===== src/source/nes_pad_pkg.sv =====
/* Controller port definitions
   Port and pad counts, pad button layout, shift word views,
   multitap signatures and configuration bit positions */
`default_nettype none

package nes_pad_pkg;

	localparam int NUM_PORTS  = 2;  // Console controller ports
	localparam int NUM_PADS   = 4;  // Host pads A to D
	localparam int PAD_BITS   = 8;
	localparam int SHIFT_BITS = 24;

	// Host order: 0 right, 1 left, 2 down, 3 up, 4 A, 5 B, 6 select, 7 start
	// Console order: 0 A, 1 B, 2 select, 3 start, 4 up, 5 down, 6 left, 7 right
	typedef logic [PAD_BITS-1:0] pad_t;

	// Standard read, one pad then all-ones fill
	typedef struct packed {
		logic [SHIFT_BITS-PAD_BITS-1:0] fill;
		pad_t                           pad;
	} shift_std_t;

	// Four-player adapter read
	typedef struct packed {
		logic [PAD_BITS-1:0] sig;     // Adapter signature, shifted out last
		pad_t                second;
		pad_t                first;   // Shifted out first
	} shift_tap_t;

	typedef union packed {
		shift_std_t std_view;
		shift_tap_t tap_view;
	} pad_shift_u;

	localparam logic [PAD_BITS-1:0] SIG_PORT0 = 8'h08;
	localparam logic [PAD_BITS-1:0] SIG_PORT1 = 8'h04;

	// Configuration word bits
	localparam int CFG_SWAP_BIT     = 0;
	localparam int CFG_MULTITAP_BIT = 1;
	localparam int CFG_MIC_BIT      = 2;

endpackage

`default_nettype wire


===== src/source/pad_bus_pkg.sv =====
/* Host bus definitions
   Wishbone widths and register map */
`default_nettype none

package pad_bus_pkg;

	localparam int WB_ADDR_BITS = 3;
	localparam int WB_DATA_BITS = 8;

	// Register map, other addresses read zero
	localparam logic [WB_ADDR_BITS-1:0] REG_CFG   = 3'd0;
	localparam logic [WB_ADDR_BITS-1:0] REG_PAD_A = 3'd1;
	localparam logic [WB_ADDR_BITS-1:0] REG_PAD_B = 3'd2;
	localparam logic [WB_ADDR_BITS-1:0] REG_PAD_C = 3'd3;
	localparam logic [WB_ADDR_BITS-1:0] REG_PAD_D = 3'd4;

endpackage

`default_nettype wire


===== src/source/pad_cfg_if.sv =====
/* Configuration and pad state link
   Register block to mapper and output stage */
`default_nettype none
`timescale 1ns/1ns

interface pad_cfg_if;
	import nes_pad_pkg::*;

	logic swap;        // Exchange pads A and B
	logic multitap;    // Four-player adapter mode
	logic mic_button;
	pad_t pads [NUM_PADS];  // Host order

	modport regs (output swap, multitap, mic_button, pads);

	modport mapper (input swap, multitap, pads);

	modport drive (input mic_button);

endinterface

`default_nettype wire


===== src/source/pad_regs.sv =====
/* Host register block
   Wishbone classic slave with the configuration word
   and the four pad state registers */
`default_nettype none
`timescale 1ns/1ns

module pad_regs (
	input  wire                                   clk,
	input  wire                                   reset_nes,
	input  wire                                   wb_cyc,
	input  wire                                   wb_stb,
	input  wire                                   wb_we,
	input  wire  [pad_bus_pkg::WB_ADDR_BITS-1:0]  wb_adr,
	input  wire  [pad_bus_pkg::WB_DATA_BITS-1:0]  wb_wdata,
	output logic [pad_bus_pkg::WB_DATA_BITS-1:0]  wb_rdata,
	output logic                                  wb_ack,
	pad_cfg_if.regs                               cfg
);
	import nes_pad_pkg::*;
	import pad_bus_pkg::*;

	logic                    req;
	logic [WB_DATA_BITS-1:0] cfg_word;
	logic [WB_DATA_BITS-1:0] rd_mux;

	assign req = wb_cyc & wb_stb & ~wb_ack;  // Ack cycle never starts a new access

	//////////////////////////////
	// Read decode
	always_comb begin
		cfg_word = '0;  // Spare bits read back zero
		cfg_word[CFG_SWAP_BIT]     = cfg.swap;
		cfg_word[CFG_MULTITAP_BIT] = cfg.multitap;
		cfg_word[CFG_MIC_BIT]      = cfg.mic_button;
	end

	always_comb begin
		case (wb_adr)
			REG_CFG:   rd_mux = cfg_word;
			REG_PAD_A: rd_mux = cfg.pads[0];
			REG_PAD_B: rd_mux = cfg.pads[1];
			REG_PAD_C: rd_mux = cfg.pads[2];
			REG_PAD_D: rd_mux = cfg.pads[3];
			default:   rd_mux = '0;
		endcase
	end

	//////////////////////////////
	// Write and ack
	always_ff @(posedge clk) begin
		if (reset_nes) begin
			wb_ack         <= 1'b0;
			wb_rdata       <= '0;
			cfg.swap       <= 1'b0;
			cfg.multitap   <= 1'b0;
			cfg.mic_button <= 1'b0;
			for (int i = 0; i < NUM_PADS; i++)
				cfg.pads[i] <= '0;
		end else begin
			wb_ack <= req;  // Single cycle ack
			if (req)
				wb_rdata <= rd_mux;
			if (req && wb_we) begin
				case (wb_adr)
					REG_CFG: begin
						cfg.swap       <= wb_wdata[CFG_SWAP_BIT];
						cfg.multitap   <= wb_wdata[CFG_MULTITAP_BIT];
						cfg.mic_button <= wb_wdata[CFG_MIC_BIT];
					end
					REG_PAD_A: cfg.pads[0] <= wb_wdata;
					REG_PAD_B: cfg.pads[1] <= wb_wdata;
					REG_PAD_C: cfg.pads[2] <= wb_wdata;
					REG_PAD_D: cfg.pads[3] <= wb_wdata;
					default: ;
				endcase
			end
		end
	end

endmodule

`default_nettype wire


===== src/source/pad_mapper.sv =====
/* Pad to port mapper
   Console button reorder, port swap, standard and multitap
   load word assembly, registered per port */
`default_nettype none
`timescale 1ns/1ns

module pad_mapper (
	input  wire                       clk,
	input  wire                       reset_nes,
	pad_cfg_if.mapper                 cfg,
	output nes_pad_pkg::pad_shift_u   load_word [nes_pad_pkg::NUM_PORTS]
);
	import nes_pad_pkg::*;

	localparam pad_t SIG_BYTE [NUM_PORTS] = '{SIG_PORT0, SIG_PORT1};

	pad_t       con_pad    [NUM_PADS];
	pad_t       first_pad  [NUM_PORTS];
	pad_t       second_pad [NUM_PORTS];
	pad_shift_u next_word  [NUM_PORTS];

	// Host order into console shift order, A ends up in bit 0
	function automatic pad_t to_console(input pad_t host);
		return {host[0], host[1], host[2], host[3], host[7], host[6], host[5], host[4]};
	endfunction

	always_comb begin
		for (int i = 0; i < NUM_PADS; i++)
			con_pad[i] = to_console(cfg.pads[i]);
	end

	// Swap touches A and B only
	assign first_pad[0]  = cfg.swap ? con_pad[1] : con_pad[0];
	assign first_pad[1]  = cfg.swap ? con_pad[0] : con_pad[1];
	assign second_pad[0] = con_pad[2];  // Pad C behind port 0
	assign second_pad[1] = con_pad[3];  // Pad D behind port 1

	//////////////////////////////
	// Load word assembly
	always_comb begin
		for (int p = 0; p < NUM_PORTS; p++) begin
			if (cfg.multitap) begin
				next_word[p].tap_view.sig    = SIG_BYTE[p];
				next_word[p].tap_view.second = second_pad[p];
				next_word[p].tap_view.first  = first_pad[p];
			end else begin
				next_word[p].std_view.fill = '1;  // Idle lines read as ones
				next_word[p].std_view.pad  = first_pad[p];
			end
		end
	end

	always_ff @(posedge clk) begin
		if (reset_nes) begin
			for (int p = 0; p < NUM_PORTS; p++)
				load_word[p] <= '0;
		end else begin
			load_word <= next_word;
		end
	end

endmodule

`default_nettype wire


===== src/source/port_shifter.sv =====
/* Controller port shift register
   Parallel load on strobe, right shift on port clock fall */
`default_nettype none
`timescale 1ns/1ns

module port_shifter (
	input  wire                      clk,
	input  wire                      reset_nes,
	input  wire                      strobe,
	input  wire                      port_clock,
	input  wire nes_pad_pkg::pad_shift_u load_word,
	output logic                     data_bit
);
	import nes_pad_pkg::*;

	logic [SHIFT_BITS-1:0] shift_reg;
	logic                  clock_prev;  // Last port clock sample
	logic                  clock_fall;

	assign clock_fall = clock_prev & ~port_clock;

	always_ff @(posedge clk) begin
		if (reset_nes) begin
			shift_reg  <= '0;
			clock_prev <= 1'b0;
		end else begin
			clock_prev <= port_clock;
			if (strobe)
				shift_reg <= load_word;  // Strobe wins over a shift
			else if (clock_fall)
				shift_reg <= {1'b0, shift_reg[SHIFT_BITS-1:1]};
		end
	end

	assign data_bit = shift_reg[0];

endmodule

`default_nettype wire


===== src/source/pad_data_drive.sv =====
/* Console side output stage
   Port data bus and the microphone pulse generator */
`default_nettype none
`timescale 1ns/1ns

module pad_data_drive #(
	parameter int MIC_PERIOD = 251,
	parameter int MIC_HIGH   = 215
) (
	input  wire                                  clk,
	input  wire                                  reset_nes,
	pad_cfg_if.drive                             cfg,
	input  wire  [nes_pad_pkg::NUM_PORTS-1:0]    data_bit,
	output logic [nes_pad_pkg::NUM_PORTS-1:0]    joypad_data,
	output logic                                 mic
);

	localparam int                  CNT_BITS = $clog2(MIC_PERIOD);
	localparam logic [CNT_BITS-1:0] CNT_LAST = CNT_BITS'(MIC_PERIOD - 1);
	localparam logic [CNT_BITS-1:0] CNT_HIGH = CNT_BITS'(MIC_HIGH);

	logic [CNT_BITS-1:0] mic_cnt;

	// Port bit 0 goes straight to the data lines
	assign joypad_data = data_bit;

	// Free running duty counter
	always_ff @(posedge clk) begin
		if (reset_nes)
			mic_cnt <= '0;
		else if (mic_cnt == CNT_LAST)
			mic_cnt <= '0;
		else
			mic_cnt <= mic_cnt + 1'b1;
	end

	assign mic = (mic_cnt < CNT_HIGH) && cfg.mic_button;  // Held button gives a pulse train

endmodule

`default_nettype wire


===== src/source/nes_pad_top.sv =====
/* Controller port top level
   Host registers, mapper, one shifter per port, output stage */
`default_nettype none
`timescale 1ns/1ns

module nes_pad_top #(
	parameter int MIC_PERIOD = 251,
	parameter int MIC_HIGH   = 215
) (
	input  wire                                  clk,
	input  wire                                  reset_nes,
	// Host bus
	input  wire                                  wb_cyc,
	input  wire                                  wb_stb,
	input  wire                                  wb_we,
	input  wire  [pad_bus_pkg::WB_ADDR_BITS-1:0] wb_adr,
	input  wire  [pad_bus_pkg::WB_DATA_BITS-1:0] wb_wdata,
	output logic [pad_bus_pkg::WB_DATA_BITS-1:0] wb_rdata,
	output logic                                 wb_ack,
	// Console side
	input  wire                                  joypad_strobe,
	input  wire  [nes_pad_pkg::NUM_PORTS-1:0]    joypad_clock,
	output logic [nes_pad_pkg::NUM_PORTS-1:0]    joypad_data,
	output logic                                 mic
);
	import nes_pad_pkg::*;

	pad_cfg_if cfg_bus ();

	pad_shift_u           load_word [NUM_PORTS];
	logic [NUM_PORTS-1:0] port_bit;

	pad_regs u_regs (
		.clk       (clk),
		.reset_nes (reset_nes),
		.wb_cyc    (wb_cyc),
		.wb_stb    (wb_stb),
		.wb_we     (wb_we),
		.wb_adr    (wb_adr),
		.wb_wdata  (wb_wdata),
		.wb_rdata  (wb_rdata),
		.wb_ack    (wb_ack),
		.cfg       (cfg_bus.regs)
	);

	pad_mapper u_mapper (
		.clk       (clk),
		.reset_nes (reset_nes),
		.cfg       (cfg_bus.mapper),
		.load_word (load_word)
	);

	//////////////////////////////
	// One shifter per console port
	for (genvar i = 0; i < NUM_PORTS; i++) begin : g_port
		port_shifter u_shifter (
			.clk        (clk),
			.reset_nes  (reset_nes),
			.strobe     (joypad_strobe),    // Shared by both ports
			.port_clock (joypad_clock[i]),
			.load_word  (load_word[i]),
			.data_bit   (port_bit[i])
		);
	end

	pad_data_drive #(
		.MIC_PERIOD (MIC_PERIOD),
		.MIC_HIGH   (MIC_HIGH)
	) u_drive (
		.clk         (clk),
		.reset_nes   (reset_nes),
		.cfg         (cfg_bus.drive),
		.data_bit    (port_bit),
		.joypad_data (joypad_data),
		.mic         (mic)
	);

endmodule

`default_nettype wire


===== config.mk =====
export PLATFORM = sky130hd
export DESIGN_NAME = nes_pad_top
export DESIGN_NICKNAME = d
export VERILOG_FILES = /design/src/source/nes_pad_pkg.sv /design/src/source/pad_bus_pkg.sv /design/src/source/pad_cfg_if.sv /design/src/source/pad_regs.sv /design/src/source/pad_mapper.sv /design/src/source/port_shifter.sv /design/src/source/pad_data_drive.sv /design/src/source/nes_pad_top.sv
export SDC_FILE = /design/constraint.sdc
export NUM_CORES = 1
export LEC_CHECK = 0
export BUFFER_PORTS_ARGS = -buffer_cell sky130_fd_sc_hd__buf_2
export CAP_MARGIN = 20
export CORE_MARGIN = 1
export CORE_UTILIZATION = 41
export CTS_CLUSTER_DIAMETER = 120
export DETAILED_ROUTE_END_ITERATION = 8
export MAX_ROUTING_LAYER = met4
export PLACE_DENSITY = 0.66
export SKIP_CTS_REPAIR_TIMING = 1
export SYNTH_ARGS = -nofsm -noshare
export SYNTH_HDL_FRONTEND = slang
export SYNTH_SLANG_ARGS = --single-unit

===== constraint.sdc =====
create_clock -name clk -period 1.6 [get_ports clk]
set_input_delay 0.24 -clock clk [delete_from_list [all_inputs] [get_ports clk]]
set_output_delay 0.24 -clock clk [all_outputs]
set_load 0.1 [all_outputs]

# --- Yosys cells after proc, flatten, opt, wreduce, memory -nomap -nowiden ---
# Index checks and enable logic that the tools add are counted.
classes:
  n_bitwise: 7
  eq_ne: 5
  reduce_logical: 11
  add_sub_neg: 1
  n_lt_le_gt_ge: 1
  mux: 9
ops:
  columns: ["cell", "count"]
  rows:
  - ["two-way mux 24 bit", 6]
  - ["case mux 8 bit (5 select lines)", 1]
  - ["two-way mux 8 bit", 2]
  - ["AND reduction 2 bit", 5]
  - ["adder 8 x 1 -> 8 bit (second input constant)", 1]
  - ["equality test 8 bit (second input constant)", 1]
  - ["less-than comparator 8 bit (second input constant)", 1]
  - ["equality test 3 x 2 -> 1 bit (second input constant)", 2]
  - ["AND 1 bit", 4]
  - ["nonzero test 2 bit", 2]
  - ["equality test 3 x 1 -> 1 bit (second input constant)", 1]
  - ["equality test 3 bit (second input constant)", 1]
  - ["logical NOT 3 bit", 1]
  - ["inverter 1 bit", 3]
  - ["logical AND 1 bit", 2]
  - ["OR reduction 2 bit", 1]
word_totals:
  ff_bits: 150
  word_cells: 50
  out_inout_bits: 12
  in_bits: 19

# --- Depth between registers and ports, before layout ---
# Gate-level depths: netlist of the first run.
depth:
  ltp_word: 4
  depth_mapped: 6
  mapped_depth_nobuf: 5

# --- Hierarchy ---
# A second synthesis of the first run with hierarchy kept.
hier_totals:
  cells_unflattened: 632
  area_unflattened_um2: 6135.9
modules_own_cells:
  columns: ["mod", "cells_per_inst", "instances", "seq_area_each_um2", "area_each_um2"]
  rows:
  - ["port_shifter", 136, 2, 500.5, 1317.5]
  - ["pad_regs", 191, 1, 880.8, 1883.1]
  - ["pad_mapper", 122, 1, 680.7, 1214.9]
  - ["pad_data_drive", 47, 1, 160.2, 402.9]

# --- Worst setup path before layout of the first run ---
# No wires, ideal clock.
synth_path:
  path_kind: "register -> register"
  startpoint: "register u_regs.wb_ack"
  endpoint: "register u_regs.wb_rdata[2] in the netlist's numbering"
  path_slack_ns: -0.305
  required_time_ns: 1.521
  period_less_slack_ns: 1.905
  stages_incl_launch_ff: 5
  setup_time_ns: 0.079
  arrival_time_ns: 1.826
  n_path_buf: 1
  path_cell_list: "dfxtp_1 > nand3b_4 > clkbuf_1 > a221oi_1 > nor3_1"
synth_between:
  elab_chain_len: 2
synth_lines:
  columns: ["item", "line", "text"]
  rows:
  - ["start: declaration", "pad_regs.sv:16", "output logic wb_ack,"]
  - ["start signal: assignment", "pad_regs.sv:60", "wb_ack <= req;"]
  - ["inverter 1 bit", "pad_regs.sv:26", "assign req = wb_cyc & wb_stb & ~wb_ack;"]
  - ["AND 1 bit", "pad_regs.sv:26", null]
  - ["end signal: assignment", "pad_regs.sv:62", "wb_rdata <= rd_mux;"]
  - ["end: declaration", "pad_regs.sv:15", "output logic [pad_bus_pkg::WB_DATA_BITS-1:0] wb_rdata,"]
# No other way between the ends.
# A chain may end at the register's enable or synchronous reset.

# --- Worst setup path in the final report of the first run ---
layout_path:
  startpoint: "register u_drive.mic_cnt[0]"
  endpoint: "output port mic"
layout_between:
  elab_chain_len: 2
layout_lines:
  columns: ["item", "line", "text"]
  rows:
  - ["start: declaration", "pad_data_drive.sv:22", "logic [CNT_BITS-1:0] mic_cnt;"]
  - ["start signal: assignment", "pad_data_drive.sv:34", "mic_cnt <= mic_cnt + 1'b1;"]
  - ["less-than comparator 8 bit", "pad_data_drive.sv:37", "assign mic = (mic_cnt < CNT_HIGH) && cfg.mic_button;"]
  - ["logical AND 1 bit", "pad_data_drive.sv:37", null]
  - ["end: declaration", "nes_pad_top.sv:24", "output logic mic"]
# No other way between the ends.

==> results of run 1 <==
metrics by stage:
stage,hold WS (ns),worst slack [ns]
CTS,0.0496,-0.399
detailed placement,0.440,-0.00904
global route,0.0558,-0.277
floorplan,0.368,-0.0329
global placement,0.439,0.0456
finish,0.0627,-0.221
cell usage in the layout, fill, tap and decap left out, types with 2 or more instances in the layout:
master / synthesis / layout
sky130_fd_sc_hd__a31oi_1: 4 / 4
sky130_fd_sc_hd__nand3_1: 2 / 2
sky130_fd_sc_hd__buf_12: 0 / 8
sky130_fd_sc_hd__buf_4: 3 / 15
sky130_fd_sc_hd__nor3_1: 2 / 2
sky130_fd_sc_hd__mux2_2: 10 / 10
sky130_fd_sc_hd__o21ai_0: 12 / 12
sky130_fd_sc_hd__clkbuf_16: 0 / 17
sky130_fd_sc_hd__buf_2: 12 / 28
sky130_fd_sc_hd__nand3b_1: 2 / 2
sky130_fd_sc_hd__a22oi_1: 10 / 10
sky130_fd_sc_hd__clkinv_2: 0 / 5
sky130_fd_sc_hd__bufinv_16: 0 / 7
sky130_fd_sc_hd__a21oi_1: 48 / 47
sky130_fd_sc_hd__nor2b_2: 0 / 2
sky130_fd_sc_hd__xnor2_1: 2 / 2
sky130_fd_sc_hd__inv_1: 20 / 20
sky130_fd_sc_hd__dfxtp_1: 136 / 133
sky130_fd_sc_hd__nor2b_1: 6 / 4
sky130_fd_sc_hd__mux2i_1: 93 / 93
sky130_fd_sc_hd__a311oi_1: 3 / 3
sky130_fd_sc_hd__a32o_1: 5 / 5
sky130_fd_sc_hd__o2bb2ai_1: 2 / 2
sky130_fd_sc_hd__nand2_1: 27 / 26
sky130_fd_sc_hd__nand4b_1: 3 / 3
sky130_fd_sc_hd__and3_1: 2 / 2
sky130_fd_sc_hd__a211oi_1: 22 / 22
sky130_fd_sc_hd__nor2_1: 81 / 81
sky130_fd_sc_hd__dfxtp_4: 0 / 2
kinds of logic (layout without fill, tap and decap cells):
family,count (synthesis),after routing
and+or+nand+nor,138,138
DFF,136,136
AOI/OAI and AO/OA,109,109
muxes,103,103
buffers and inverters,63,105
adders and majority gates,2,2
xor gates and xnor gates,2,2
other,0,1
worst max path at each step:
stage | startpoint | endpoint | slack [ns] | depth (start not counted)
final | u_drive.mic_cnt[0] | mic | -0.22 | 6
after global routing | u_drive.mic_cnt[0] | mic | -0.28 | 6
after CTS | u_drive.mic_cnt[0] | mic | -0.40 | 6
after detailed placement | wb_adr[1] | u_regs.cfg.pads[7] | -0.009 | 5
after global placement | wb_adr[1] | u_regs.cfg.pads[5] | 0.05 | 5
after floorplan | u_regs.wb_ack | u_regs.cfg.pads[13] | -0.03 | 4
routing by layer:
metal	up-vias	track usage (%)	part of all wire, %
li1	1977	-	-
met1	1912	21.5	47
met2	62	29.2	47
met3	20	5.92	3.9
met4	0	8.27	1.6
met5	-	-	0
power breakdown:
part	total, mW	internal [mW]	switching [mW]
registers	3.56	3.50	0.0569
logic	0.448	0.183	0.264
clock network	4.53	3.10	1.43
total	8.54	6.79	1.75
worst reg2reg max path: cells and delay by family, from the launching register on:
kind,cells,cell delay (ns)
simple gates,3,0.86
flops,1,0.34
mux,1,0.20
area by class of cell:
class / instances / area, um2 / share of cell area (%)
tap: 172 / 215 / 3.27
inverter: 22 / 82.6 / 1.25
clock buffer: 18 / 439 / 6.67
clock inverter: 14 / 251 / 3.82
timing repair buffer: 51 / 413 / 6.27
multi-input combinational: 354 / 2440 / 37.2
sequential: 136 / 2730 / 41.5
antenna: 1 / 2.50 / 0.0380
==> impl_metrics.prom, run 1 <==
# TYPE chip_impl_metric gauge
chip_impl_info{name="outcome",value="finished with violations"} 1
chip_impl_info{name="violations",value="negative setup slack"} 1
chip_impl_metric{name="vdd.ir_drop.worst",unit="uV"} 836
chip_impl_metric{name="die_w",unit="um"} 117
chip_impl_metric{name="final.fill_count",unit=""} 1208
chip_impl_metric{name="layout-drive-gt1-share",unit="%"} 18.5
chip_impl_metric{name="placementRows",unit=""} 41
chip_impl_info{name="terminus_of_the_critical_flop_to_flop_path",value="u_regs.cfg.multitap"} 1
chip_impl_metric{name="finalClockSkew",unit="ns"} 0.00875
chip_impl_metric{name="clk-insertion-delay-late",unit="ns"} 0.42
chip_impl_info{name="worstHoldStart",value="joypad_clock[0]"} 1
chip_impl_metric{name="synthesis_to_finish_area_growth",unit="%"} 21.7
chip_impl_metric{name="placedCellCount",unit=""} 734
chip_impl_metric{name="grt_pass1_vias",unit=""} 3841
chip_impl_metric{name="synth_enable_flop_cells",unit=""} 0
chip_impl_metric{name="bufs_and_invs_on_worst_path",unit=""} 1
chip_impl_metric{name="static-leakage-power",unit="nW"} 2.61
chip_impl_metric{name="setup_tns",unit="ns"} -0.221
chip_impl_metric{name="sink_count_of_the_clock_tree",unit=""} 136
chip_impl_metric{name="largest_reg_flops",unit=""} 48
chip_impl_metric{name="postSynth.asyncResetShare",unit="%"} 0
chip_impl_info{name="yosysMostFrequentCell",value="sky130_fd_sc_hd__dfxtp_1"} 1
chip_impl_metric{name="ys_ff_latch",unit=""} 136
chip_impl_metric{name="report.power.total",unit="mW"} 8.54
chip_impl_metric{name="slew_headroom",unit="%"} 66.7
chip_impl_metric{name="first_pass_iters",unit=""} 4
chip_impl_info{name="synth_area_leaders",value="sky130_fd_sc_hd__dfxtp_1 50%, sky130_fd_sc_hd__mux2i_1 17%, sky130_fd_sc_hd__nor2_1 5.6%"} 1
chip_impl_metric{name="worst_ep_required_time",unit="ns"} 1.36
chip_impl_metric{name="r2r_cells",unit=""} 4
chip_impl_metric{name="remaining_drc_errors",unit=""} 0
chip_impl_metric{name="antenna_violations_before_repair",unit=""} 1
chip_impl_metric{name="routedWlPerCell",unit="um"} 14.6
chip_impl_info{name="worst_path_max_delay_cell",value="sky130_fd_sc_hd__dfxtp_4"} 1
chip_impl_info{name="synth_ff_type",value="sky130_fd_sc_hd__dfxtp_1"} 1
chip_impl_metric{name="fin_area",unit="mm2"} 0.00658
chip_impl_metric{name="global_route.usage.total",unit="%"} 18.5
chip_impl_metric{name="largest_net_degree_at_the_start_of_global_routing",unit=""} 113
chip_impl_info{name="start_kind",value="flip-flop"} 1
chip_impl_metric{name="synth_nets",unit=""} 574
chip_impl_metric{name="setup_viol",unit=""} 1
chip_impl_metric{name="wire_length_of_the_first_global_routing_pass",unit="um"} 18400
chip_impl_metric{name="syn-mean-instance-area",unit="um2"} 9.78
chip_impl_metric{name="mux_contribution_to_synthesized_area",unit="%"} 19.3
chip_impl_metric{name="worstPathMaxFanout",unit=""} 4
chip_impl_metric{name="synthesis.yosys.warnings",unit=""} 0
chip_impl_metric{name="drtIter0Drc",unit=""} 175
chip_impl_info{name="r2r_start",value="u_regs.wb_ack"} 1
chip_impl_metric{name="final_util",unit="%"} 51.7
chip_impl_metric{name="crit_arrival",unit="ns"} 1.58
chip_impl_metric{name="highest_clock_rate",unit="MHz"} 549
chip_impl_info{name="unrepaired_setup_endpoints_after_global_routing",value="yes"} 1
chip_impl_metric{name="instances_no_fill",unit=""} 768
chip_impl_metric{name="worstHoldPathCells",unit=""} 2
chip_impl_metric{name="synth_compound_gate_area_share",unit="%"} 12.6
chip_impl_metric{name="globalplace.congestion",unit=""} 0.863
chip_impl_info{name="crit_chain",value="ha_4 -> nand2_2 -> nand2b_1 -> a21oi_2 -> o21a_2 -> buf_12"} 1
chip_impl_metric{name="drt_wl_total",unit="um"} 11200
chip_impl_metric{name="portBuffers",unit=""} 30
chip_impl_metric{name="worst_slew_pin_slew",unit="ns"} 0.499
chip_impl_metric{name="synth_adder_area_share",unit="%"} 0.463
chip_impl_metric{name="cts.htree.levels",unit=""} 4
chip_impl_metric{name="min_period",unit="ns"} 1.82
chip_impl_metric{name="cap_viol_max_count",unit=""} 0
chip_impl_metric{name="synth_cell_type_count",unit=""} 45
chip_impl_metric{name="synth_xor_area_share",unit="%"} 0.324
chip_impl_metric{name="grt_overflow_total",unit=""} 0
chip_impl_metric{name="final_net_count",unit=""} 603
chip_impl_metric{name="number_of_failing_hold_endpoints_at_the_final_stage",unit=""} 0
chip_impl_info{name="synth.cells.most_frequent",value="136 x sky130_fd_sc_hd__dfxtp_1, 93 x sky130_fd_sc_hd__mux2i_1, 81 x sky130_fd_sc_hd__nor2_1"} 1
chip_impl_metric{name="final.period_utilization",unit="%"} 114
chip_impl_info{name="yosysTopAreaCell",value="sky130_fd_sc_hd__dfxtp_1"} 1
chip_impl_metric{name="detailedPlacementHpwl",unit="um"} 7470
chip_impl_metric{name="final_max_slew_viol_count",unit=""} 0
chip_impl_info{name="clock_tree.root_cell",value="sky130_fd_sc_hd__clkbuf_16"} 1
chip_impl_metric{name="post_synth_instance_area",unit="mm2"} 0.00541
chip_impl_info{name="cpLargestDelayFamily",value="flip-flops"} 1
chip_impl_metric{name="routed-via-count",unit=""} 3971
chip_impl_info{name="setup.worst_path.end_class",value="output port"} 1
chip_impl_metric{name="postPlaceCellArea",unit="mm2"} 0.00585
chip_impl_metric{name="setup_slack_of_the_most_critical_reg_to_reg_path",unit="ns"} 0.08
chip_impl_metric{name="die_area",unit="mm2"} 0.0137
chip_impl_metric{name="post-synth-top-area-fraction",unit="%"} 50.3
chip_impl_metric{name="floorplan.io_pins",unit=""} 31
chip_impl_metric{name="numCtsBuffers",unit=""} 17
chip_impl_metric{name="postLayoutSetupSlackWorst",unit="ns"} -0.221
chip_impl_metric{name="largest_buffer_count_on_any_clock_path",unit=""} 2
chip_impl_info{name="critPathKind",value="reg2out"} 1
chip_impl_metric{name="path_clk_slew",unit="ns"} 0.06
chip_impl_metric{name="floorplan.die.height",unit="um"} 117
chip_impl_metric{name="crit_path_max_incr_delay",unit="ns"} 0.35
chip_impl_info{name="largest_family_of_logic_cells_by_synthesized_area",value="multiplexers"} 1
chip_impl_metric{name="start_util",unit="%"} 42.5
chip_impl_info{name="hold_path_class",value="in2reg"} 1
chip_impl_metric{name="seq_area_frac_synth",unit="%"} 50.3
chip_impl_metric{name="avgViaCountPerCell",unit=""} 5.17
chip_impl_metric{name="final_antenna_net_count",unit=""} 0
chip_impl_metric{name="synthCells",unit=""} 553
chip_impl_metric{name="core_area",unit="mm2"} 0.0127
chip_impl_metric{name="power-per-cell-area",unit="mW/mm2"} 1300
chip_impl_metric{name="yosys.area_share.simple",unit="%"} 12.0
chip_impl_info{name="min_to",value="g_port[0].u_shifter.clock_prev"} 1
chip_impl_info{name="cts_tree",value="built"} 1
No activity file was read; power rests on OpenSTA's default activity.
==> run 2, diff against run 1 <==
--- a/config.mk
+++ b/config.mk
@@ -5,14 +5,14 @@
 export SDC_FILE = /design/constraint.sdc
 export NUM_CORES = 1
 export LEC_CHECK = 0
-export BUFFER_PORTS_ARGS = -buffer_cell sky130_fd_sc_hd__buf_2
 export CAP_MARGIN = 20
 export CORE_MARGIN = 1
 export CORE_UTILIZATION = 41
 export CTS_CLUSTER_DIAMETER = 120
 export DETAILED_ROUTE_END_ITERATION = 8
+export DONT_BUFFER_PORTS = 1
 export MAX_ROUTING_LAYER = met4
-export PLACE_DENSITY = 0.66
+export PLACE_DENSITY = 0.64
 export SKIP_CTS_REPAIR_TIMING = 1
 export SYNTH_ARGS = -nofsm -noshare
 export SYNTH_HDL_FRONTEND = slang
==> impl_metrics.prom, run 2 (synthesis results as in run 1) <==
# TYPE chip_impl_metric gauge
chip_impl_metric{name="finalHoldWorstSlack",unit="ns"} -0.0767
chip_impl_metric{name="antenna_cells_inserted",unit=""} 0
chip_impl_metric{name="crit_arrival",unit="ns"} 1.53
chip_impl_metric{name="globalplace.congestion",unit=""} 0.846
chip_impl_metric{name="fin_area",unit="mm2"} 0.00661
chip_impl_metric{name="number_of_failing_hold_endpoints_at_the_final_stage",unit=""} 74
chip_impl_info{name="crit_chain",value="ha_4 -> nand2_4 -> nand2b_1 -> a21oi_1 -> o21a_2 -> buf_12"} 1
chip_impl_metric{name="largest_buffer_count_on_any_clock_path",unit=""} 2
chip_impl_metric{name="global_route.usage.total",unit="%"} 18.6
chip_impl_metric{name="postLayoutSetupSlackWorst",unit="ns"} -0.175
chip_impl_info{name="cts_tree",value="built"} 1
chip_impl_metric{name="avgViaCountPerCell",unit=""} 5.15
chip_impl_metric{name="detailedPlacementHpwl",unit="um"} 7400
chip_impl_metric{name="clk-insertion-delay-late",unit="ns"} 0.41
chip_impl_metric{name="bufs_and_invs_on_worst_path",unit=""} 1
chip_impl_info{name="critPathKind",value="reg2out"} 1
chip_impl_metric{name="routedWlPerCell",unit="um"} 14.7
chip_impl_metric{name="multi_input_comb_area",unit="mm2"} 0.00245
chip_impl_metric{name="final_antenna_net_count",unit=""} 0
chip_impl_info{name="violations",value="negative hold slack, negative setup slack"} 1
chip_impl_metric{name="final_net_count",unit=""} 607
chip_impl_metric{name="core_area",unit="mm2"} 0.0127
chip_impl_info{name="worst_path_max_delay_cell",value="sky130_fd_sc_hd__dfxtp_4"} 1
chip_impl_info{name="clock_tree.root_cell",value="sky130_fd_sc_hd__clkbuf_16"} 1
chip_impl_metric{name="cts.htree.levels",unit=""} 4
chip_impl_metric{name="layout-drive-gt1-share",unit="%"} 13.4
chip_impl_metric{name="worst_slew_pin_slew",unit="ns"} 0.446
chip_impl_metric{name="largest_reg_flops",unit=""} 48
chip_impl_metric{name="highest_clock_rate",unit="MHz"} 564
chip_impl_metric{name="finalClockSkew",unit="ns"} 0.00683
chip_impl_metric{name="final.period_utilization",unit="%"} 111
chip_impl_metric{name="wire_length_of_the_first_global_routing_pass",unit="um"} 18900
chip_impl_metric{name="slew_headroom",unit="%"} 70.2
chip_impl_metric{name="min_period",unit="ns"} 1.77
chip_impl_metric{name="setup_slack_of_the_most_critical_reg_to_reg_path",unit="ns"} 0.05
chip_impl_info{name="unrepaired_setup_endpoints_after_global_routing",value="yes"} 1
chip_impl_metric{name="die_area",unit="mm2"} 0.0137
chip_impl_metric{name="placementRows",unit=""} 41
chip_impl_metric{name="remaining_drc_errors",unit=""} 0
chip_impl_info{name="leading_cell_type_in_the_layout_fill_and_taps_excluded",value="sky130_fd_sc_hd__dfxtp_1"} 1
chip_impl_metric{name="cap_viol_max_count",unit=""} 0
chip_impl_metric{name="synthesis_to_finish_area_growth",unit="%"} 22.2
chip_impl_info{name="most-common-layout-cells",value="133 x sky130_fd_sc_hd__dfxtp_1, 93 x sky130_fd_sc_hd__mux2i_1, 81 x sky130_fd_sc_hd__nor2_1, 48 x sky130_fd_sc_hd__a21oi_1, 28 x sky130_fd_sc_hd__dlygate4sd3_1"} 1
chip_impl_metric{name="postPlaceCellArea",unit="mm2"} 0.00572
chip_impl_metric{name="start_util",unit="%"} 42.5
chip_impl_info{name="start_kind",value="flip-flop"} 1
chip_impl_metric{name="portBuffers",unit=""} 0
chip_impl_metric{name="grt_overflow_total",unit=""} 0
chip_impl_metric{name="worstPathMaxFanout",unit=""} 4
chip_impl_metric{name="floorplan.io_pins",unit=""} 31
chip_impl_info{name="hold_path_class",value="in2reg"} 1
chip_impl_metric{name="routed-via-count",unit=""} 3969
chip_impl_info{name="outcome",value="finished with violations"} 1
chip_impl_metric{name="antenna_violations_before_repair",unit=""} 0
chip_impl_metric{name="power-per-cell-area",unit="mW/mm2"} 1160
chip_impl_metric{name="drt_wl_total",unit="um"} 11300
chip_impl_metric{name="floorplan.die.height",unit="um"} 117
chip_impl_metric{name="path_clk_slew",unit="ns"} 0.05
chip_impl_metric{name="grt_pass1_vias",unit=""} 3833
chip_impl_metric{name="setup_viol",unit=""} 1
chip_impl_metric{name="die_w",unit="um"} 117
chip_impl_metric{name="numCtsBuffers",unit=""} 17
chip_impl_metric{name="worst_ep_required_time",unit="ns"} 1.36
chip_impl_info{name="setup.worst_path.end_class",value="output port"} 1
chip_impl_metric{name="crit_path_max_incr_delay",unit="ns"} 0.37
chip_impl_metric{name="static-leakage-power",unit="nW"} 2.60
chip_impl_metric{name="vdd.ir_drop.worst",unit="uV"} 779
chip_impl_metric{name="drtIter0Drc",unit=""} 182
chip_impl_metric{name="sink_count_of_the_clock_tree",unit=""} 136
chip_impl_metric{name="final.fill_count",unit=""} 1198
chip_impl_metric{name="regArea",unit="mm2"} 0.00273
chip_impl_metric{name="largest_net_degree_at_the_start_of_global_routing",unit=""} 114
chip_impl_metric{name="final_max_slew_viol_count",unit=""} 0
chip_impl_metric{name="first_pass_iters",unit=""} 4
chip_impl_info{name="cpLargestDelayFamily",value="flip-flops"} 1
==> run 2: cell count changes in the layout (fill, tap and decap cells not counted), sizes merged <==
| cell | before | now |
|---|---|---|
| clkinv | 7 | 5 |
| clkinvlp | 1 | 2 |
| clkbuf | 18 | 23 |
| diode | 1 | 0 |
| bufinv | 7 | 2 |
| dlygate4sd3 | 0 | 28 |
| buf | 51 | 27 |
==> run 2: layout make-up <==
class	instances	area share, %
multi-input cells	354	37.0
clock inverters	8	1.44
inverters	22	1.25
repair buffers	55	8.44
flip-flops and latches	136	41.4
clock buffers	23	7.25
well taps	172	3.26
==> run 2: worst reg2reg max path, cell delays in order, from the launching register on <==
cell and delay [ns]:
sky130_fd_sc_hd__dfxtp_1 0.32, sky130_fd_sc_hd__buf_4 0.18, sky130_fd_sc_hd__mux2i_1 0.29, sky130_fd_sc_hd__nor2_1 0.08, sky130_fd_sc_hd__dlygate4sd3_1 0.57
==> run 2: power breakdown <==
group          internal (mW)  leakage [nW]  total (mW)  switching (mW)
Clock                   2.41         0.278        3.74            1.33
Sequential              3.50          1.12        3.56          0.0612
Combinational          0.187          1.20       0.372           0.184
Total                   6.09          2.60        7.67            1.58
==> run 2: path summary, 6_finish.rpt <==
check / cells past startpoint / end / from
worst min register to register: 2 / g_port[0].u_shifter.shift_reg[2] / u_mapper.load_word[26]
worst max-delay path: 6 / mic / u_drive.mic_cnt[1]
worst max register to register: 4 / u_mapper.load_word[30] / u_regs.cfg.swap
worst min-delay path: 1 / g_port[1].u_shifter.shift_reg[23] / reset_nes
==> run 2: per-layer routing <==
| metal | track usage [%] | share of wire [%] | up-vias |
|---|---|---|---|
| li1 | - | - | 1986 |
| met1 | 23.1 | 47 | 1905 |
| met3 | 4.94 | 3.7 | 13 |
| met5 | - | 0 | - |
| met4 | 6.58 | 1.4 | 0 |
| met2 | 29.1 | 48 | 65 |
==> run 2: stage by stage <==
step | power (mW) | util [%] | setup slack [ns] | TNS [ns] | instances
2_1_floorplan | 3.92 | - | -0.0329 | -0.263 | 553
3_3_place_gp | 3.94 | 45.0 | 0.0961 | 0 | 711
3_5_place_dp | 3.96 | 45.0 | 0.0372 | 0 | 711
5_1_grt | 7.98 | 52.0 | -0.248 | -0.248 | 770
4_1_cts | 7.69 | 49.5 | -0.366 | -0.366 | 742
6_report | 7.67 | 52.0 | -0.175 | -0.175 | 770
==> run 3, diff against run 2 <==
--- a/config.mk
+++ b/config.mk
@@ -6,6 +6,7 @@
 export NUM_CORES = 1
 export LEC_CHECK = 0
 export CAP_MARGIN = 20
+export CORE_ASPECT_RATIO = 1.4
 export CORE_MARGIN = 1
 export CORE_UTILIZATION = 41
 export CTS_CLUSTER_DIAMETER = 120
@@ -16,4 +17,5 @@
 export SKIP_CTS_REPAIR_TIMING = 1
 export SYNTH_ARGS = -nofsm -noshare
 export SYNTH_HDL_FRONTEND = slang
+export SYNTH_HIERARCHICAL = 1
 export SYNTH_SLANG_ARGS = --single-unit
==> impl_metrics.prom, run 3 <==
# TYPE chip_impl_metric gauge
chip_impl_metric{name="grt_overflow_total",unit=""} 0
chip_impl_info{name="yosysMostFrequentCell",value="sky130_fd_sc_hd__dfxtp_1"} 1
chip_impl_metric{name="seq_area_frac_synth",unit="%"} 44.4
chip_impl_metric{name="largest_buffer_count_on_any_clock_path",unit=""} 2
chip_impl_metric{name="ys_ff_latch",unit=""} 136
chip_impl_metric{name="layout-drive-gt1-share",unit="%"} 18.7
chip_impl_metric{name="fin_area",unit="mm2"} 0.00698
chip_impl_metric{name="cts.htree.levels",unit=""} 4
chip_impl_metric{name="static-leakage-power",unit="nW"} 2.59
chip_impl_metric{name="post-synth-top-area-fraction",unit="%"} 44.4
chip_impl_metric{name="worst_slew_pin_slew",unit="ns"} 0.500
chip_impl_metric{name="drt_wl_total",unit="um"} 12600
chip_impl_metric{name="final.fill_count",unit=""} 1335
chip_impl_metric{name="number_of_failing_hold_endpoints_at_the_final_stage",unit=""} 61
chip_impl_metric{name="slew_headroom",unit="%"} 66.6
chip_impl_info{name="outcome",value="finished with violations"} 1
chip_impl_metric{name="routedWlPerCell",unit="um"} 15.1
chip_impl_metric{name="power-per-cell-area",unit="mW/mm2"} 1110
chip_impl_metric{name="core_area",unit="mm2"} 0.0145
chip_impl_metric{name="final_net_count",unit=""} 654
chip_impl_metric{name="mux_contribution_to_synthesized_area",unit="%"} 9.32
chip_impl_info{name="synth_area_leaders",value="sky130_fd_sc_hd__dfxtp_1 44%, sky130_fd_sc_hd__a2111oi_2 11%, sky130_fd_sc_hd__mux2i_1 9.1%"} 1
chip_impl_metric{name="bufs_and_invs_on_worst_path",unit=""} 0
chip_impl_info{name="violations",value="negative hold slack, negative setup slack"} 1
chip_impl_metric{name="worstPathMaxFanout",unit=""} 8
chip_impl_metric{name="detailedPlacementHpwl",unit="um"} 8160
chip_impl_metric{name="report.power.total",unit="mW"} 7.72
chip_impl_metric{name="largest_reg_flops",unit=""} 48
chip_impl_info{name="cts_tree",value="built"} 1
chip_impl_metric{name="largest_net_degree_at_the_start_of_global_routing",unit=""} 139
chip_impl_metric{name="vdd.ir_drop.worst",unit="uV"} 831
chip_impl_info{name="most-common-layout-cells",value="131 x sky130_fd_sc_hd__dfxtp_1, 86 x sky130_fd_sc_hd__nor3_1, 65 x sky130_fd_sc_hd__nor2_1, 57 x sky130_fd_sc_hd__inv_1, 56 x sky130_fd_sc_hd__mux2i_1"} 1
chip_impl_metric{name="setup_viol",unit=""} 16
chip_impl_metric{name="postSynth.asyncResetShare",unit="%"} 0
chip_impl_metric{name="synthCells",unit=""} 632
chip_impl_metric{name="start_util",unit="%"} 42.3
chip_impl_metric{name="drtIter0Drc",unit=""} 230
chip_impl_info{name="crit_chain",value="nand3b_1 -> or3b_1 -> mux2i_1 -> nor2_1"} 1
chip_impl_metric{name="min_period",unit="ns"} 1.67
chip_impl_metric{name="cap_viol_max_count",unit=""} 0
chip_impl_metric{name="synth_nets",unit=""} 653
chip_impl_metric{name="crit_arrival",unit="ns"} 1.96
chip_impl_metric{name="global_route.usage.total",unit="%"} 17.3
chip_impl_info{name="yosysTopAreaCell",value="sky130_fd_sc_hd__dfxtp_1"} 1
chip_impl_metric{name="antenna_violations_before_repair",unit=""} 0
chip_impl_metric{name="path_clk_slew",unit="ns"} 0.06
chip_impl_metric{name="remaining_drc_errors",unit=""} 0
chip_impl_metric{name="postLayoutSetupSlackWorst",unit="ns"} -0.0727
chip_impl_metric{name="portBuffers",unit=""} 0
chip_impl_info{name="start_kind",value="flip-flop"} 1
chip_impl_metric{name="highest_clock_rate",unit="MHz"} 598
chip_impl_metric{name="final_util",unit="%"} 48.1
chip_impl_info{name="critPathKind",value="reg2reg"} 1
chip_impl_metric{name="synthesis_to_finish_area_growth",unit="%"} 13.7
chip_impl_metric{name="worst_ep_required_time",unit="ns"} 1.88
chip_impl_metric{name="synth_adder_area_share",unit="%"} 0.408
chip_impl_metric{name="finalClockSkew",unit="ns"} 0.0146
chip_impl_metric{name="floorplan.io_pins",unit=""} 31
chip_impl_info{name="clock_tree.root_cell",value="sky130_fd_sc_hd__clkbuf_16"} 1
chip_impl_metric{name="detailedPlace.worstSlack",unit="ns"} 0.00394
chip_impl_info{name="synth.cells.most_frequent",value="136 x sky130_fd_sc_hd__dfxtp_1, 86 x sky130_fd_sc_hd__nor3_1, 65 x sky130_fd_sc_hd__nor2_1"} 1
chip_impl_info{name="worst_path_max_delay_cell",value="sky130_fd_sc_hd__or3b_1"} 1
chip_impl_info{name="cpLargestDelayFamily",value="simple AND/OR/NAND/NOR gates"} 1
chip_impl_metric{name="final_max_slew_viol_count",unit=""} 0
chip_impl_metric{name="floorplan.die.height",unit="um"} 147
chip_impl_metric{name="synth_enable_flop_cells",unit=""} 0
chip_impl_metric{name="post_synth_instance_area",unit="mm2"} 0.00614
chip_impl_metric{name="postPlaceCellArea",unit="mm2"} 0.00615
chip_impl_info{name="synth_ff_type",value="sky130_fd_sc_hd__dfxtp_1"} 1
chip_impl_info{name="largest_family_of_logic_cells_by_synthesized_area",value="simple AND/OR/NAND/NOR gates"} 1
chip_impl_metric{name="syn-mean-instance-area",unit="um2"} 9.71
chip_impl_metric{name="sink_count_of_the_clock_tree",unit=""} 136
chip_impl_info{name="leading_cell_type_in_the_layout_fill_and_taps_excluded",value="sky130_fd_sc_hd__dfxtp_1"} 1
chip_impl_info{name="unrepaired_setup_endpoints_after_global_routing",value="yes"} 1
chip_impl_metric{name="synth_compound_gate_area_share",unit="%"} 16.7
chip_impl_info{name="setup.worst_path.end_class",value="flip-flop"} 1
chip_impl_metric{name="synth_cell_type_count",unit=""} 43
chip_impl_metric{name="grt_pass1_vias",unit=""} 4268
chip_impl_metric{name="numCtsBuffers",unit=""} 17
chip_impl_metric{name="first_pass_iters",unit=""} 4
chip_impl_metric{name="synthesis.yosys.warnings",unit=""} 6
chip_impl_metric{name="yosys.area_share.simple",unit="%"} 17.5
chip_impl_metric{name="synth_xor_area_share",unit="%"} 0.428
chip_impl_metric{name="avgViaCountPerCell",unit=""} 5.28
chip_impl_info{name="hold_path_class",value="in2reg"} 1
chip_impl_metric{name="antenna_cells_inserted",unit=""} 0
chip_impl_metric{name="crit_path_max_incr_delay",unit="ns"} 0.63
chip_impl_metric{name="clk-insertion-delay-late",unit="ns"} 0.41
chip_impl_metric{name="placementRows",unit=""} 52
chip_impl_metric{name="routed-via-count",unit=""} 4407
chip_impl_metric{name="wire_length_of_the_first_global_routing_pass",unit="um"} 20700
chip_impl_metric{name="die_w",unit="um"} 105
chip_impl_metric{name="globalplace.congestion",unit=""} 0.852
chip_impl_metric{name="final_antenna_net_count",unit=""} 0
chip_impl_metric{name="setup_tns",unit="ns"} -0.348
chip_impl_metric{name="finalHoldWorstSlack",unit="ns"} -0.0596
chip_impl_metric{name="die_area",unit="mm2"} 0.0155
chip_impl_metric{name="final.period_utilization",unit="%"} 105
## run 3: cell count changes after synthesis, moves of 10 or more
cell,before,now
sky130_fd_sc_hd__a2111oi_2,0,46
sky130_fd_sc_hd__a211oi_1,22,0
sky130_fd_sc_hd__a21oi_1,48,23
sky130_fd_sc_hd__buf_2,12,22
sky130_fd_sc_hd__buf_4,3,22
sky130_fd_sc_hd__clkbuf_1,22,7
sky130_fd_sc_hd__inv_1,20,57
sky130_fd_sc_hd__mux2i_1,93,56
sky130_fd_sc_hd__nand2_1,27,12
sky130_fd_sc_hd__nor2_1,81,65
sky130_fd_sc_hd__nor3_1,2,86
## run 3: path summary, 6_finish.rpt
check                                   startpoint                                end  slack (ns)  cells after the start
worst max register to register       u_regs/wb_ack                u_regs/cfg.pads[20]       -0.07                      4
worst max-delay path                 u_regs/wb_ack                u_regs/cfg.pads[20]       -0.07                      4
worst min-delay path                     reset_nes  g_port[1].u_shifter/shift_reg[22]       -0.06                      1
worst min register to register  u_drive/mic_cnt[0]                 u_drive/mic_cnt[0]        0.45                      1
## run 3: logic make-up (layout without fill, tap and decap cells)
group                    count (synthesis)  in the layout
AND/OR/NAND/NOR                        210            210
flip-flops                             136            136
buffers and inverters                  123            137
AO/OA/AOI/OAI                          101            101
multiplexers                            57             57
XOR/XNOR                                 3              3
adder cells (fa/ha/maj)                  2              2
## run 3: worst reg2reg max path, stage by stage (launching register included)
cell	delay (ns)
sky130_fd_sc_hd__dfxtp_4	0.34
sky130_fd_sc_hd__nand3b_1	0.24
sky130_fd_sc_hd__or3b_1	0.63
sky130_fd_sc_hd__mux2i_1	0.27
sky130_fd_sc_hd__nor2_1	0.06
## run 3: final cells by class
| type | count | area [um2] | area share (%) |
|---|---|---|---|
| Timing Repair Buffer | 48 | 463 | 6.63 |
| Clock buffer | 21 | 460 | 6.60 |
| Clock inverter | 11 | 98.8 | 1.42 |
| Inverter | 57 | 214 | 3.07 |
| Sequential cell | 136 | 2740 | 39.2 |
| Tap cell | 189 | 236 | 3.39 |
| Multi-Input combinational cell | 373 | 2770 | 39.7 |
## run 3: stage by stage
step | hold slack [ns] | cells
floorplan | 0.309 | 632
global placement | 0.325 | 780
detailed placement | 0.329 | 780
CTS | -0.106 | 812
global route | -0.108 | 835
finish | -0.0596 | 835
## run 3: report_power, final
group	internal (mW)	switching, mW	total (mW)
sequential	3.52	0.0858	3.61
clock	2.21	1.41	3.63
combinational	0.253	0.236	0.489
## run 3: per-layer routing
metal  up-vias  share of wire [%]  global-route usage [%]
li1       2191                  -                       -
met1      2142                 42                    19.0
met2        61                 54                    29.8
met3        13                2.6                    4.21
met4         0                1.4                    6.69
met5         -                  0                       -
